--- config.mk ---
export PLATFORM = sky130hd
export DESIGN_NAME = harvard_lsu
export DESIGN_NICKNAME = d
export VERILOG_FILES = /design/src/hw/lsu_pkg.sv /design/src/hw/harvard_lsu.sv /design/src/hw/lsu_ctrl.sv /design/src/hw/mpu_check.sv /design/src/hw/mpu_regions.sv /design/src/hw/trap_latch.sv
export SDC_FILE = /design/constraint.sdc
export NUM_CORES = 2
export LEC_CHECK = 0
export BUFFER_PORTS_ARGS = -buffer_cell sky130_fd_sc_hd__buf_2
export CAP_MARGIN = 20
export CELL_PAD_IN_SITES_DETAIL_PLACEMENT = 0
export CELL_PAD_IN_SITES_GLOBAL_PLACEMENT = 2
export CORE_MARGIN = 1.5
export CORE_UTILIZATION = 40
export DETAILED_ROUTE_END_ITERATION = 6
export PLACE_DENSITY_LB_ADDON = 0.1
export SYNTH_ARGS = -nofsm -noshare
export SYNTH_HDL_FRONTEND = slang
export SYNTH_SLANG_ARGS = --single-unit
--- constraint.sdc ---
create_clock -name clk -period 11.3 [get_ports clk]
set_input_delay 1.13 -clock clk [delete_from_list [all_inputs] [get_ports clk]]
set_output_delay 1.13 -clock clk [all_outputs]
set_load 0.01 [all_outputs]
--- src/hw/lsu_pkg.sv ---
// Shared widths, trap cause codes, region count, operation enums and the LSU structs
package lsu_pkg;

  // --------------------
  // Widths and counts
  // --------------------
  localparam int unsigned XLEN         = 32;
  localparam int unsigned NUM_REGIONS  = 8;
  localparam int unsigned REGION_IDX_W = $clog2(NUM_REGIONS);
  localparam int unsigned CAUSE_W      = 5;

  // --------------------
  // Trap causes
  // --------------------
  localparam logic [CAUSE_W-1:0] CAUSE_ILLEGAL_INSTR    = 5'd2;
  localparam logic [CAUSE_W-1:0] CAUSE_LOAD_MISALIGNED  = 5'd4;
  localparam logic [CAUSE_W-1:0] CAUSE_LOAD_ACCESS      = 5'd5;
  localparam logic [CAUSE_W-1:0] CAUSE_STORE_MISALIGNED = 5'd6;
  localparam logic [CAUSE_W-1:0] CAUSE_STORE_ACCESS     = 5'd7;
  // Data access landed in an instruction-space region
  localparam logic [CAUSE_W-1:0] CAUSE_HARVARD          = 5'd24;

  typedef enum logic [1:0] {OP_LOAD, OP_STORE, OP_CLRMEM} lsu_op_e;
  typedef enum logic [1:0] {LS_B, LS_H, LS_W} ls_size_e;
  typedef enum logic {PRIV_U, PRIV_S} priv_e;

  // --------------------
  // Structs
  // --------------------
  // For CLRMEM addr is the base and len the word count
  typedef struct packed {
    lsu_op_e          op;
    ls_size_e         size;
    logic             is_unsigned;
    logic [XLEN-1:0]  addr;
    logic [XLEN-1:0]  wdata;
    logic [XLEN-1:0]  len;
  } lsu_req_t;

  // Inclusive address window with its permissions
  typedef struct packed {
    logic             valid;
    logic [XLEN-1:0]  base;
    logic [XLEN-1:0]  limit;
    logic             allow_r;
    logic             allow_w;
    logic             user_ok;
    logic             is_ispace;
  } region_t;

  typedef struct packed {
    logic             we;
    logic [3:0]       be;
    logic [XLEN-1:0]  addr;
    logic [XLEN-1:0]  wdata;
  } mem_req_t;

  typedef struct packed {
    logic [CAUSE_W-1:0] cause;
    logic [XLEN-1:0]    tval;
  } trap_t;

  typedef struct packed {
    logic [XLEN-1:0]  addr;
    logic             is_write;
    priv_e            priv;
  } access_t;

endpackage

--- src/hw/harvard_lsu.sv ---
// Top level joining region table, checker, LSU controller and trap latch
`timescale 1ns/1ns

module harvard_lsu
  import lsu_pkg::*;
(
  input  logic                     clk,
  input  logic                     rst_n,
  // Requester side
  input  logic                     req_i,
  input  lsu_req_t                 req_data_i,
  input  priv_e                    priv_i,
  output logic                     busy_o,
  output logic                     done_o,
  output logic [XLEN-1:0]          rdata_o,
  output trap_t                    trap_o,
  output logic                     trap_valid_o,
  input  logic                     trap_ack_i,
  // Memory port
  output logic                     mem_req_o,
  output mem_req_t                 mem_data_o,
  input  logic                     mem_rvalid_i,
  input  logic [XLEN-1:0]          mem_rdata_i,
  input  logic                     mem_fault_i,
  // Region programming
  input  logic                     prog_en_i,
  input  logic [REGION_IDX_W-1:0]  prog_idx_i,
  input  region_t                  prog_region_i,
  input  logic                     lock_i,
  output logic                     locked_o
);

  region_t [NUM_REGIONS-1:0] regions;
  access_t                   access;
  logic                      allow;
  logic                      harvard;
  logic                      trap_set;
  trap_t                     trap_data;

  mpu_regions u_regions (
    .clk           (clk),
    .rst_n         (rst_n),
    .prog_en_i     (prog_en_i),
    .prog_idx_i    (prog_idx_i),
    .prog_region_i (prog_region_i),
    .lock_i        (lock_i),
    .locked_o      (locked_o),
    .regions_o     (regions)
  );

  mpu_check u_check (
    .regions_i (regions),
    .access_i  (access),
    .allow_o   (allow),
    .harvard_o (harvard)
  );

  lsu_ctrl u_ctrl (
    .clk            (clk),
    .rst_n          (rst_n),
    .req_i          (req_i),
    .req_data_i     (req_data_i),
    .priv_i         (priv_i),
    .busy_o         (busy_o),
    .done_o         (done_o),
    .rdata_o        (rdata_o),
    .access_o       (access),
    .allow_i        (allow),
    .harvard_i      (harvard),
    .trap_set_o     (trap_set),
    .trap_data_o    (trap_data),
    .trap_pending_i (trap_valid_o),
    .mem_req_o      (mem_req_o),
    .mem_data_o     (mem_data_o),
    .mem_rvalid_i   (mem_rvalid_i),
    .mem_rdata_i    (mem_rdata_i),
    .mem_fault_i    (mem_fault_i)
  );

  trap_latch u_trap (
    .clk          (clk),
    .rst_n        (rst_n),
    .trap_set_i   (trap_set),
    .trap_i       (trap_data),
    .trap_ack_i   (trap_ack_i),
    .trap_valid_o (trap_valid_o),
    .trap_o       (trap_o)
  );

endmodule

--- src/hw/lsu_ctrl.sv ---
// Load/store/CLRMEM FSM with byte enables, store lane placement and load extension
`timescale 1ns/1ns

module lsu_ctrl
  import lsu_pkg::*;
(
  input  logic             clk,
  input  logic             rst_n,
  input  logic             req_i,
  input  lsu_req_t         req_data_i,
  input  priv_e            priv_i,
  output logic             busy_o,
  output logic             done_o,
  output logic [XLEN-1:0]  rdata_o,
  output access_t          access_o,
  input  logic             allow_i,
  input  logic             harvard_i,
  output logic             trap_set_o,
  output trap_t            trap_data_o,
  input  logic             trap_pending_i,
  output logic             mem_req_o,
  output mem_req_t         mem_data_o,
  input  logic             mem_rvalid_i,
  input  logic [XLEN-1:0]  mem_rdata_i,
  input  logic             mem_fault_i
);

  typedef enum logic [1:0] {IDLE, WAIT, CLR_CHECK, CLR_WAIT} state_e;

  state_e          state_q;
  state_e          state_d;
  lsu_req_t        req_q;
  logic            accept;
  logic            issue;
  logic            finish;
  logic            misalign;
  logic            clr_last;
  mem_req_t        mem_d;
  logic [XLEN-1:0] ld_shift;
  logic [XLEN-1:0] ld_ext;

  function automatic logic [CAUSE_W-1:0] access_cause(lsu_op_e op);
    return (op == OP_LOAD) ? CAUSE_LOAD_ACCESS : CAUSE_STORE_ACCESS;
  endfunction

  function automatic logic [CAUSE_W-1:0] misalign_cause(lsu_op_e op);
    return (op == OP_LOAD) ? CAUSE_LOAD_MISALIGNED : CAUSE_STORE_MISALIGNED;
  endfunction

  function automatic logic [3:0] byte_en(ls_size_e size, logic [1:0] off);
    case (size)
      LS_B:    return 4'b0001 << off;
      LS_H:    return 4'b0011 << {off[1], 1'b0};
      default: return 4'b1111;
    endcase
  endfunction

  // Pending trap also blocks new work until it is acknowledged
  assign busy_o   = (state_q != IDLE) || trap_pending_i;
  assign accept   = req_i && !busy_o;
  assign clr_last = (req_q.len == XLEN'(1));

  // CLRMEM base is always word aligned
  always_comb begin
    if (req_data_i.op == OP_CLRMEM) begin
      misalign = |req_data_i.addr[1:0];
    end else begin
      case (req_data_i.size)
        LS_H:    misalign = req_data_i.addr[0];
        LS_W:    misalign = |req_data_i.addr[1:0];
        default: misalign = 1'b0;
      endcase
    end
  end

  // Checker query. Only supervisor requests ever reach the CLRMEM walk
  always_comb begin
    if (state_q == CLR_CHECK) begin
      access_o.addr     = req_q.addr;
      access_o.is_write = 1'b1;
      access_o.priv     = PRIV_S;
    end else begin
      access_o.addr     = req_data_i.addr;
      access_o.is_write = (req_data_i.op != OP_LOAD);
      access_o.priv     = priv_i;
    end
  end

  // --------------------
  // Next state and traps
  // --------------------
  always_comb begin
    state_d     = state_q;
    issue       = 1'b0;
    finish      = 1'b0;
    trap_set_o  = 1'b0;
    trap_data_o = '0;
    case (state_q)
      IDLE: begin
        if (accept) begin
          finish = 1'b1;
          if (req_data_i.op == OP_CLRMEM && priv_i == PRIV_U) begin
            trap_set_o        = 1'b1;
            trap_data_o.cause = CAUSE_ILLEGAL_INSTR;
          end else if (misalign) begin
            trap_set_o        = 1'b1;
            trap_data_o.cause = misalign_cause(req_data_i.op);
            trap_data_o.tval  = req_data_i.addr;
          end else if (req_data_i.op == OP_CLRMEM) begin
            // Zero length finishes quietly
            if (req_data_i.len != '0) begin
              finish  = 1'b0;
              state_d = CLR_CHECK;
            end
          end else if (harvard_i) begin
            trap_set_o        = 1'b1;
            trap_data_o.cause = CAUSE_HARVARD;
            trap_data_o.tval  = req_data_i.addr;
          end else if (!allow_i) begin
            trap_set_o        = 1'b1;
            trap_data_o.cause = access_cause(req_data_i.op);
            trap_data_o.tval  = req_data_i.addr;
          end else begin
            finish  = 1'b0;
            issue   = 1'b1;
            state_d = WAIT;
          end
        end
      end
      WAIT: begin
        if (mem_rvalid_i) begin
          finish  = 1'b1;
          state_d = IDLE;
          if (mem_fault_i) begin
            trap_set_o        = 1'b1;
            trap_data_o.cause = access_cause(req_q.op);
            trap_data_o.tval  = mem_data_o.addr;
          end
        end
      end
      CLR_CHECK: begin
        if (harvard_i || !allow_i) begin
          finish            = 1'b1;
          state_d           = IDLE;
          trap_set_o        = 1'b1;
          trap_data_o.cause = harvard_i ? CAUSE_HARVARD : CAUSE_STORE_ACCESS;
          trap_data_o.tval  = req_q.addr;
        end else begin
          issue   = 1'b1;
          state_d = CLR_WAIT;
        end
      end
      CLR_WAIT: begin
        if (mem_rvalid_i) begin
          if (mem_fault_i) begin
            finish            = 1'b1;
            state_d           = IDLE;
            trap_set_o        = 1'b1;
            trap_data_o.cause = CAUSE_STORE_ACCESS;
            trap_data_o.tval  = mem_data_o.addr;
          end else if (clr_last) begin
            finish  = 1'b1;
            state_d = IDLE;
          end else begin
            state_d = CLR_CHECK;
          end
        end
      end
      default: state_d = IDLE;
    endcase
  end

  // --------------------
  // Memory request
  // --------------------
  always_comb begin
    if (state_q == CLR_CHECK) begin
      mem_d.we    = 1'b1;
      mem_d.be    = 4'b1111;
      mem_d.addr  = req_q.addr;
      mem_d.wdata = '0;
    end else begin
      mem_d.we    = (req_data_i.op == OP_STORE);
      mem_d.be    = byte_en(req_data_i.size, req_data_i.addr[1:0]);
      mem_d.addr  = {req_data_i.addr[XLEN-1:2], 2'b00};
      // Store data moves up into its byte lanes
      mem_d.wdata = req_data_i.wdata << {req_data_i.addr[1:0], 3'b000};
    end
  end

  // Load lane down to bit 0, then extend
  assign ld_shift = mem_rdata_i >> {req_q.addr[1:0], 3'b000};

  always_comb begin
    case (req_q.size)
      LS_B:    ld_ext = {{(XLEN-8){!req_q.is_unsigned && ld_shift[7]}}, ld_shift[7:0]};
      LS_H:    ld_ext = {{(XLEN-16){!req_q.is_unsigned && ld_shift[15]}}, ld_shift[15:0]};
      default: ld_ext = ld_shift;
    endcase
  end

  always_ff @(posedge clk or negedge rst_n) begin
    if (!rst_n) begin
      state_q   <= IDLE;
      mem_req_o <= 1'b0;
      done_o    <= 1'b0;
    end else begin
      state_q   <= state_d;
      mem_req_o <= issue;
      done_o    <= finish;
    end
  end

  always_ff @(posedge clk) begin
    if (accept) begin
      req_q <= req_data_i;
    end
    if (issue) begin
      mem_data_o <= mem_d;
    end
    // Walk to the next word once the previous write came back clean
    if (state_q == CLR_WAIT && mem_rvalid_i) begin
      req_q.addr <= req_q.addr + XLEN'(4);
      req_q.len  <= req_q.len - XLEN'(1);
    end
    if (state_q == WAIT && mem_rvalid_i) begin
      rdata_o <= ld_ext;
    end
  end

  a_no_req_when_busy : assert property (
    @(posedge clk) disable iff (!rst_n)
    req_i |-> !busy_o
  ) else $error("req_i while busy_o");

  a_mem_be_nonzero : assert property (
    @(posedge clk) disable iff (!rst_n)
    mem_req_o |-> (mem_data_o.be != 4'b0000)
  ) else $error("memory request with empty byte enables");

endmodule

--- src/hw/mpu_check.sv ---
// Region match and permission check for one physical data access
`timescale 1ns/1ns

module mpu_check
  import lsu_pkg::*;
(
  input  region_t [NUM_REGIONS-1:0] regions_i,
  input  access_t                   access_i,
  output logic                      allow_o,
  output logic                      harvard_o
);

  logic    found;
  region_t sel;
  logic    perm_ok;
  logic    priv_ok;

  // Lowest index wins when windows overlap
  always_comb begin
    found = 1'b0;
    sel   = '0;
    for (int i = 0; i < NUM_REGIONS; i++) begin
      if (!found && regions_i[i].valid &&
          (access_i.addr >= regions_i[i].base) &&
          (access_i.addr <= regions_i[i].limit)) begin
        found = 1'b1;
        sel   = regions_i[i];
      end
    end
  end

  // Stores and CLRMEM both need write permission
  assign perm_ok = access_i.is_write ? sel.allow_w : sel.allow_r;
  assign priv_ok = (access_i.priv == PRIV_S) || sel.user_ok;

  // Instruction space is never reachable from the data side
  assign harvard_o = found && sel.is_ispace;

  // No match, or a failed permission, shows as neither flag set
  assign allow_o = found && !sel.is_ispace && perm_ok && priv_ok;

endmodule

--- src/hw/mpu_regions.sv ---
// Protection region table with its programming port and the sticky lock
`timescale 1ns/1ns

module mpu_regions
  import lsu_pkg::*;
(
  input  logic                          clk,
  input  logic                          rst_n,
  input  logic                          prog_en_i,
  input  logic [REGION_IDX_W-1:0]       prog_idx_i,
  input  region_t                       prog_region_i,
  input  logic                          lock_i,
  output logic                          locked_o,
  output region_t [NUM_REGIONS-1:0]     regions_o
);

  // --------------------
  // Lock
  // --------------------
  // Set once, only reset clears it
  always_ff @(posedge clk or negedge rst_n) begin
    if (!rst_n) begin
      locked_o <= 1'b0;
    end else if (lock_i) begin
      locked_o <= 1'b1;
    end
  end

  // --------------------
  // Region table
  // --------------------
  // All entries come up invalid so nothing is accessible before boot setup
  always_ff @(posedge clk or negedge rst_n) begin
    if (!rst_n) begin
      regions_o <= '0;
    end else if (prog_en_i && !locked_o) begin
      regions_o[prog_idx_i] <= prog_region_i;
    end
  end

  // Table is frozen from the cycle after the lock is seen
  a_locked_frozen : assert property (
    @(posedge clk) disable iff (!rst_n)
    locked_o |=> $stable(regions_o)
  ) else $error("region table changed while locked");

endmodule

--- src/hw/trap_latch.sv ---
// Pending trap flag with cause and value, held until acknowledged
`timescale 1ns/1ns

module trap_latch
  import lsu_pkg::*;
(
  input  logic  clk,
  input  logic  rst_n,
  input  logic  trap_set_i,
  input  trap_t trap_i,
  input  logic  trap_ack_i,
  output logic  trap_valid_o,
  output trap_t trap_o
);

  // A new trap in the ack cycle stays pending
  always_ff @(posedge clk or negedge rst_n) begin
    if (!rst_n) begin
      trap_valid_o <= 1'b0;
    end else if (trap_set_i) begin
      trap_valid_o <= 1'b1;
    end else if (trap_ack_i) begin
      trap_valid_o <= 1'b0;
    end
  end

  // Most recent cause and value
  always_ff @(posedge clk) begin
    if (trap_set_i) begin
      trap_o <= trap_i;
    end
  end

  a_trap_held : assert property (
    @(posedge clk) disable iff (!rst_n)
    (trap_valid_o && !trap_set_i) |=> $stable(trap_o)
  ) else $error("trap_o changed while pending");

endmodule

==> results summary <==
The cell at the root of the clock tree is clkbuf_16. The sequential area share after synthesis came out at 45.88%. The number of synthesized flops with an enable pin came out at 206.

The synthesized design devotes to its leading area cell type 31.80% of total area. The clock power share is 31.4%. The area of all placed cells without fillers came out at 0.05068 mm^2. The global routing met2 resource utilization came out at 41.12%. Measured along the y axis, the die boundary spans 334.3 um. Setup repair after global routing left no endpoint under its margin. The synthesized design contains 764 register bits. The slowest library cell on the worst path is o21ai_2. The internal power consumption came out at 6.102 mW.

Detailed routing inserted a total of 33030 vias. The synthesized area per cell came out at 10.15 um^2. After synthesis, the largest family of logic cells by area is adder cells. The horizontal extent of the die is 334.3 um.

In this run switching power makes up 36.49% of total power. Traced cell by cell, the critical path runs through nand2_4 > buf_4 > o21ai_2 > buf_4 > ha_1 > nand2_1 > o21ai_0 > a221o_1 > a2111oi_0 > a221o_2 > nand4b_4 > or4b_2 > a31o_2 > and2_1 > o21ai_4 > buf_4. The clock skew after layout is 0.02362 ns. In this design, the critical path's most frequently occurring cell is buf_4. The first global-routing pass estimated 211100 um of wire. TritonCTS built the clock tree. For met1 alone, demand over resource in global routing was 35.50%. The tool flagged a number of max-cap violations equal to 0. The internal reg-to-reg setup slack is 3.87 ns. For hold timing, the worst endpoint is u_regions.regions_o[278]. The element type at the critical path end is a flip-flop.

After detailed routing, the number of vias per cell comes to 5.334. The total setup violations reported at the end of the flow came out at 0. The number of levels the H-tree was split into came out at 3.

The last weighted congestion value of the routability-driven placer came out at 0.8325. The routed design could run at a clock period as short as 7.430 ns. The I/O pin count came out at 357.

The post-cts resize count came out at 0. The layout overhead on the synthesized area is 15.41%. The die area came out at 0.1118 mm^2. The total CTS buffers is 92. The worst-case headroom to the max-slew limit is 25.32%. Based on the critical path, the design can be clocked at up to 0.1346 GHz. The number of pins with negative max-slew slack in the final report came out at 0. The startpoint identified for the worst register-to-register timing path is u_ctrl.state_q[1]. The starting density of the core came out at 40.34%. The later pin in the worst-skew pair is clocked with a latency of 0.67 ns.

The total of warnings raised by yosys is 0. The number of global-route vias before repair came out at 32400. In the routed design, unresolved DRC markers number 0. The post-place instance area is 0.04762 mm^2. The number of buffers and inverters on the critical path is 3. For this run, the leading register cell type out of synthesis is dfrtp_1. After synthesis, the cell types taking the most area are dfrtp_1 32%, ha_1 15%, edfxtp_1 14%.

The hold violation total from the final report is 0. For this design the ratio of total power to cell area is 189.6 mW/mm^2. The area of the multi-input gates came out at 0.02134 mm^2. The hold slack came out at 0.5022 ns. The maximum root-to-sink buffer count came out at 3.

In this run the worst setup path begins at u_ctrl.state_q[1]. Once the clock tree was built, the setup fixing pass inserted 0 buffers. The detailed placer's ending HPWL is 97450 um. The tightest min-delay check is of the reg -> reg type. The actual transition at the worst max-transition pin is 1.110 ns.

The xor/xnor share of the synthesized area is 1.117%. The average wire length per cell after detail routing is 22.66 um. The number of different library cells used by synthesis comes to 83.

The clock-pin slew on the worst setup and hold paths came out at 0.06 ns. For this block, the routed nets add up to 140300 um of wire. The cell area that synthesis handed to floorplanning was 0.04391 mm^2. The worst hold path begins at u_regions.regions_o[278]. The filler cell count came out at 10450.

The kind of cell adding the most delay to the critical path is compound AO/OA/AOI/OAI gates. The data required time of the critical path came out at 11.59 ns. In this run the standard cell core region covers 0.1089 mm^2. For met3 alone, demand over resource in global routing was 3.340%. The post-synth net total is 5059. The synthesized netlist devotes 14.76% of its cell area to adder and majority cells. The number of cells on the worst reg-to-reg path is 16. The proportion of register bits with asynchronous set or reset after synthesis is 73.04%. The cell accounting for the most synthesized area is dfrtp_1.

The initial antenna violation count came to 11. The ratio of final minimum period to clock period came out at 65.75%. The fraction of power consumed by combinational cells is 34.0%. The post-route setup TNS is 0 ns. The detail route stage leaves a number of antenna-violating nets equal to 0. Per report_power, the sequential group accounts for 34.6% of the total. The first routing iteration left 2139 violations. The category of the critical setup timing path is reg -> reg.

The quantity of hold-fixing buffers added after cts is 0. By instance count, the leading cell after synthesis is dfrtp_1. Cells with a size suffix above 1 make up 19.79% of the layout. The busiest layer in global routing is met2.

The destination of the worst register-to-register timing path is u_trap.trap_o[22]. Summed over all nets, the switching power comes to 3.506 mW. The simple-gate share of the synthesized area is 11.07%. The overall overflow remaining after global route is 0. The standard-cell row count is 121.

STA classifies the critical path startpoint as a flip-flop. The largest single stage delay on the critical path is 0.84 ns. The multiplexer fraction of the synthesized cell area came out at 8.596%. The commonest cells after synthesis are 558 x dfrtp_1, 547 x inv_1, 536 x nand2_1. The final total power came out at 9.608 mW.

The worst vdd rail ir drop is 0.1155 mV. The largest net degree at the start of global routing is 161. The post-synthesis instance total is 4327.

The run finished with clean final reports. The largest fanout of any net on the critical path came out at 42. The global-route usage over all layers came out at 25.05%. The number of nets in the final layout is 5435. The data arrival time at the worst-slack endpoint is 7.72 ns. The number of sinks handled by clock tree synthesis came out at 764.

The first TritonRoute pass finished after 5 iterations. The fraction of the mapped netlist area in compound gates is 12.62%. The total leakage power is 23.55 nW. The count of cells along the worst hold path is 1. The number of input and output port buffers inserted came out at 356.

Across the whole layout, storage elements account for 0.02015 mm^2.
-- state kept, by name, summed over array words and instances (netlist names) --
signal / count
u_ctrl.done_o: 1
u_ctrl.mem_data_o: 69
u_ctrl.mem_req_o: 1
u_ctrl.rdata_o: 32
u_ctrl.req_q: 69
u_ctrl.state_q: 2
u_regions.locked_o: 1
u_regions.regions_o: 552
u_trap.trap_o: 36
u_trap.trap_valid_o: 1
-- metrics by stage --
step / util, % / instances / worst slack, ns
CTS: 46.55 / 6188 / 3.771
detailed placement: 43.75 / 6022 / 3.781
global route: 46.55 / 6190 / 3.536
finish: 46.56 / 6192 / 3.870
floorplan: - / 4327 / 0.9804
global placement: 43.75 / 6021 / 3.828
-- metal layers --
layer	wire (um)	vias up	part of all wire [%]
met5	82	-	0.058
met4	2199	14	1.6
met3	6016	150	4.3
met2	65290	679	47
met1	66710	16140	48
li1	-	16050	-
-- cell usage in the layout (no fill, tap or decap), types with 13 or more instances in the layout --
cell type,netlist,final
nand2_1,536,533
a21oi_1,183,182
buf_4,1,64
and2_1,18,18
buf_2,3,355
o21ai_2,0,30
nand4_1,88,88
xnor2_1,44,44
nand3_1,69,68
and4_1,20,20
nor3_1,28,27
clkinv_2,0,19
a211oi_1,50,50
mux2_2,305,305
ha_1,518,518
edfxtp_1,206,206
a21o_1,43,43
or4_1,13,13
o211ai_1,15,15
o21ai_0,455,424
inv_1,547,546
nor2_1,129,127
and3_1,16,15
clkbuf_1,98,20
o221ai_1,29,29
mux2i_1,34,34
dfrtp_1,558,558
clkbuf_8,0,20
clkbuf_16,0,95
nor4_1,25,25
nor2b_1,35,34
a31oi_1,14,14
nand2b_1,21,20
a221oi_1,14,14
-- cell type report --
type / instances / area share [%]
timing repair buffer: 423 / 4.570
multi-input combinational: 2875 / 42.11
clock buffer: 135 / 5.382
tap: 1414 / 3.491
antenna: 3 / 0.01481
sequential: 764 / 39.76
clock inverter: 31 / 0.6221
inverter: 547 / 4.051
-- logic make-up (layout without fill, tap and decap cells) --
family / after synthesis / after routing
buf+inv: 688 / 1136
simple gates: 1041 / 1041
compound gates: 921 / 921
mux: 339 / 339
fa+ha+maj: 518 / 518
xor+xnor: 56 / 56
other cells: 0 / 3
flops: 764 / 764
-- power by group through the flow --
| stage | Combinational, mW | Clock (mW) | Sequential [mW] |
|---|---|---|---|
| after floorplan | 1.88 | 0 | 3.38 |
| after global placement | 3.26 | 0 | 3.37 |
| after detailed placement | 3.28 | 0 | 3.38 |
| after CTS | 3.30 | 3.09 | 3.33 |
| after global routing | 3.67 | 3.20 | 3.35 |
| final | 3.26 | 3.02 | 3.33 |
-- worst reg2reg max path, cell delays in order, from the launching register on --
cell	delay [ns]
dfrtp_1	0.53
nand2_4	0.40
buf_4	0.43
o21ai_2	0.84
buf_4	0.37
ha_1	0.26
nand2_1	0.07
o21ai_0	0.11
a221o_1	0.37
a2111oi_0	0.73
a221o_2	0.45
nand4b_4	0.24
or4b_2	0.74
a31o_2	0.55
and2_1	0.32
o21ai_4	0.16
buf_4	0.46
-- worst max-delay path by stage --
| stage | to | slack (ns) | depth (start not counted) |
|---|---|---|---|
| after floorplan | u_ctrl.mem_req_o | 0.98 | 15 |
| after global placement | u_trap.trap_o[22] | 3.83 | 17 |
| after detailed placement | u_trap.trap_o[12] | 3.78 | 16 |
| after CTS | u_trap.trap_o[23] | 3.77 | 16 |
| after global routing | u_trap.trap_o[23] | 3.54 | 19 |
| final | u_trap.trap_o[22] | 3.87 | 16 |
Note: power is estimated with default switching activity, not from simulation.
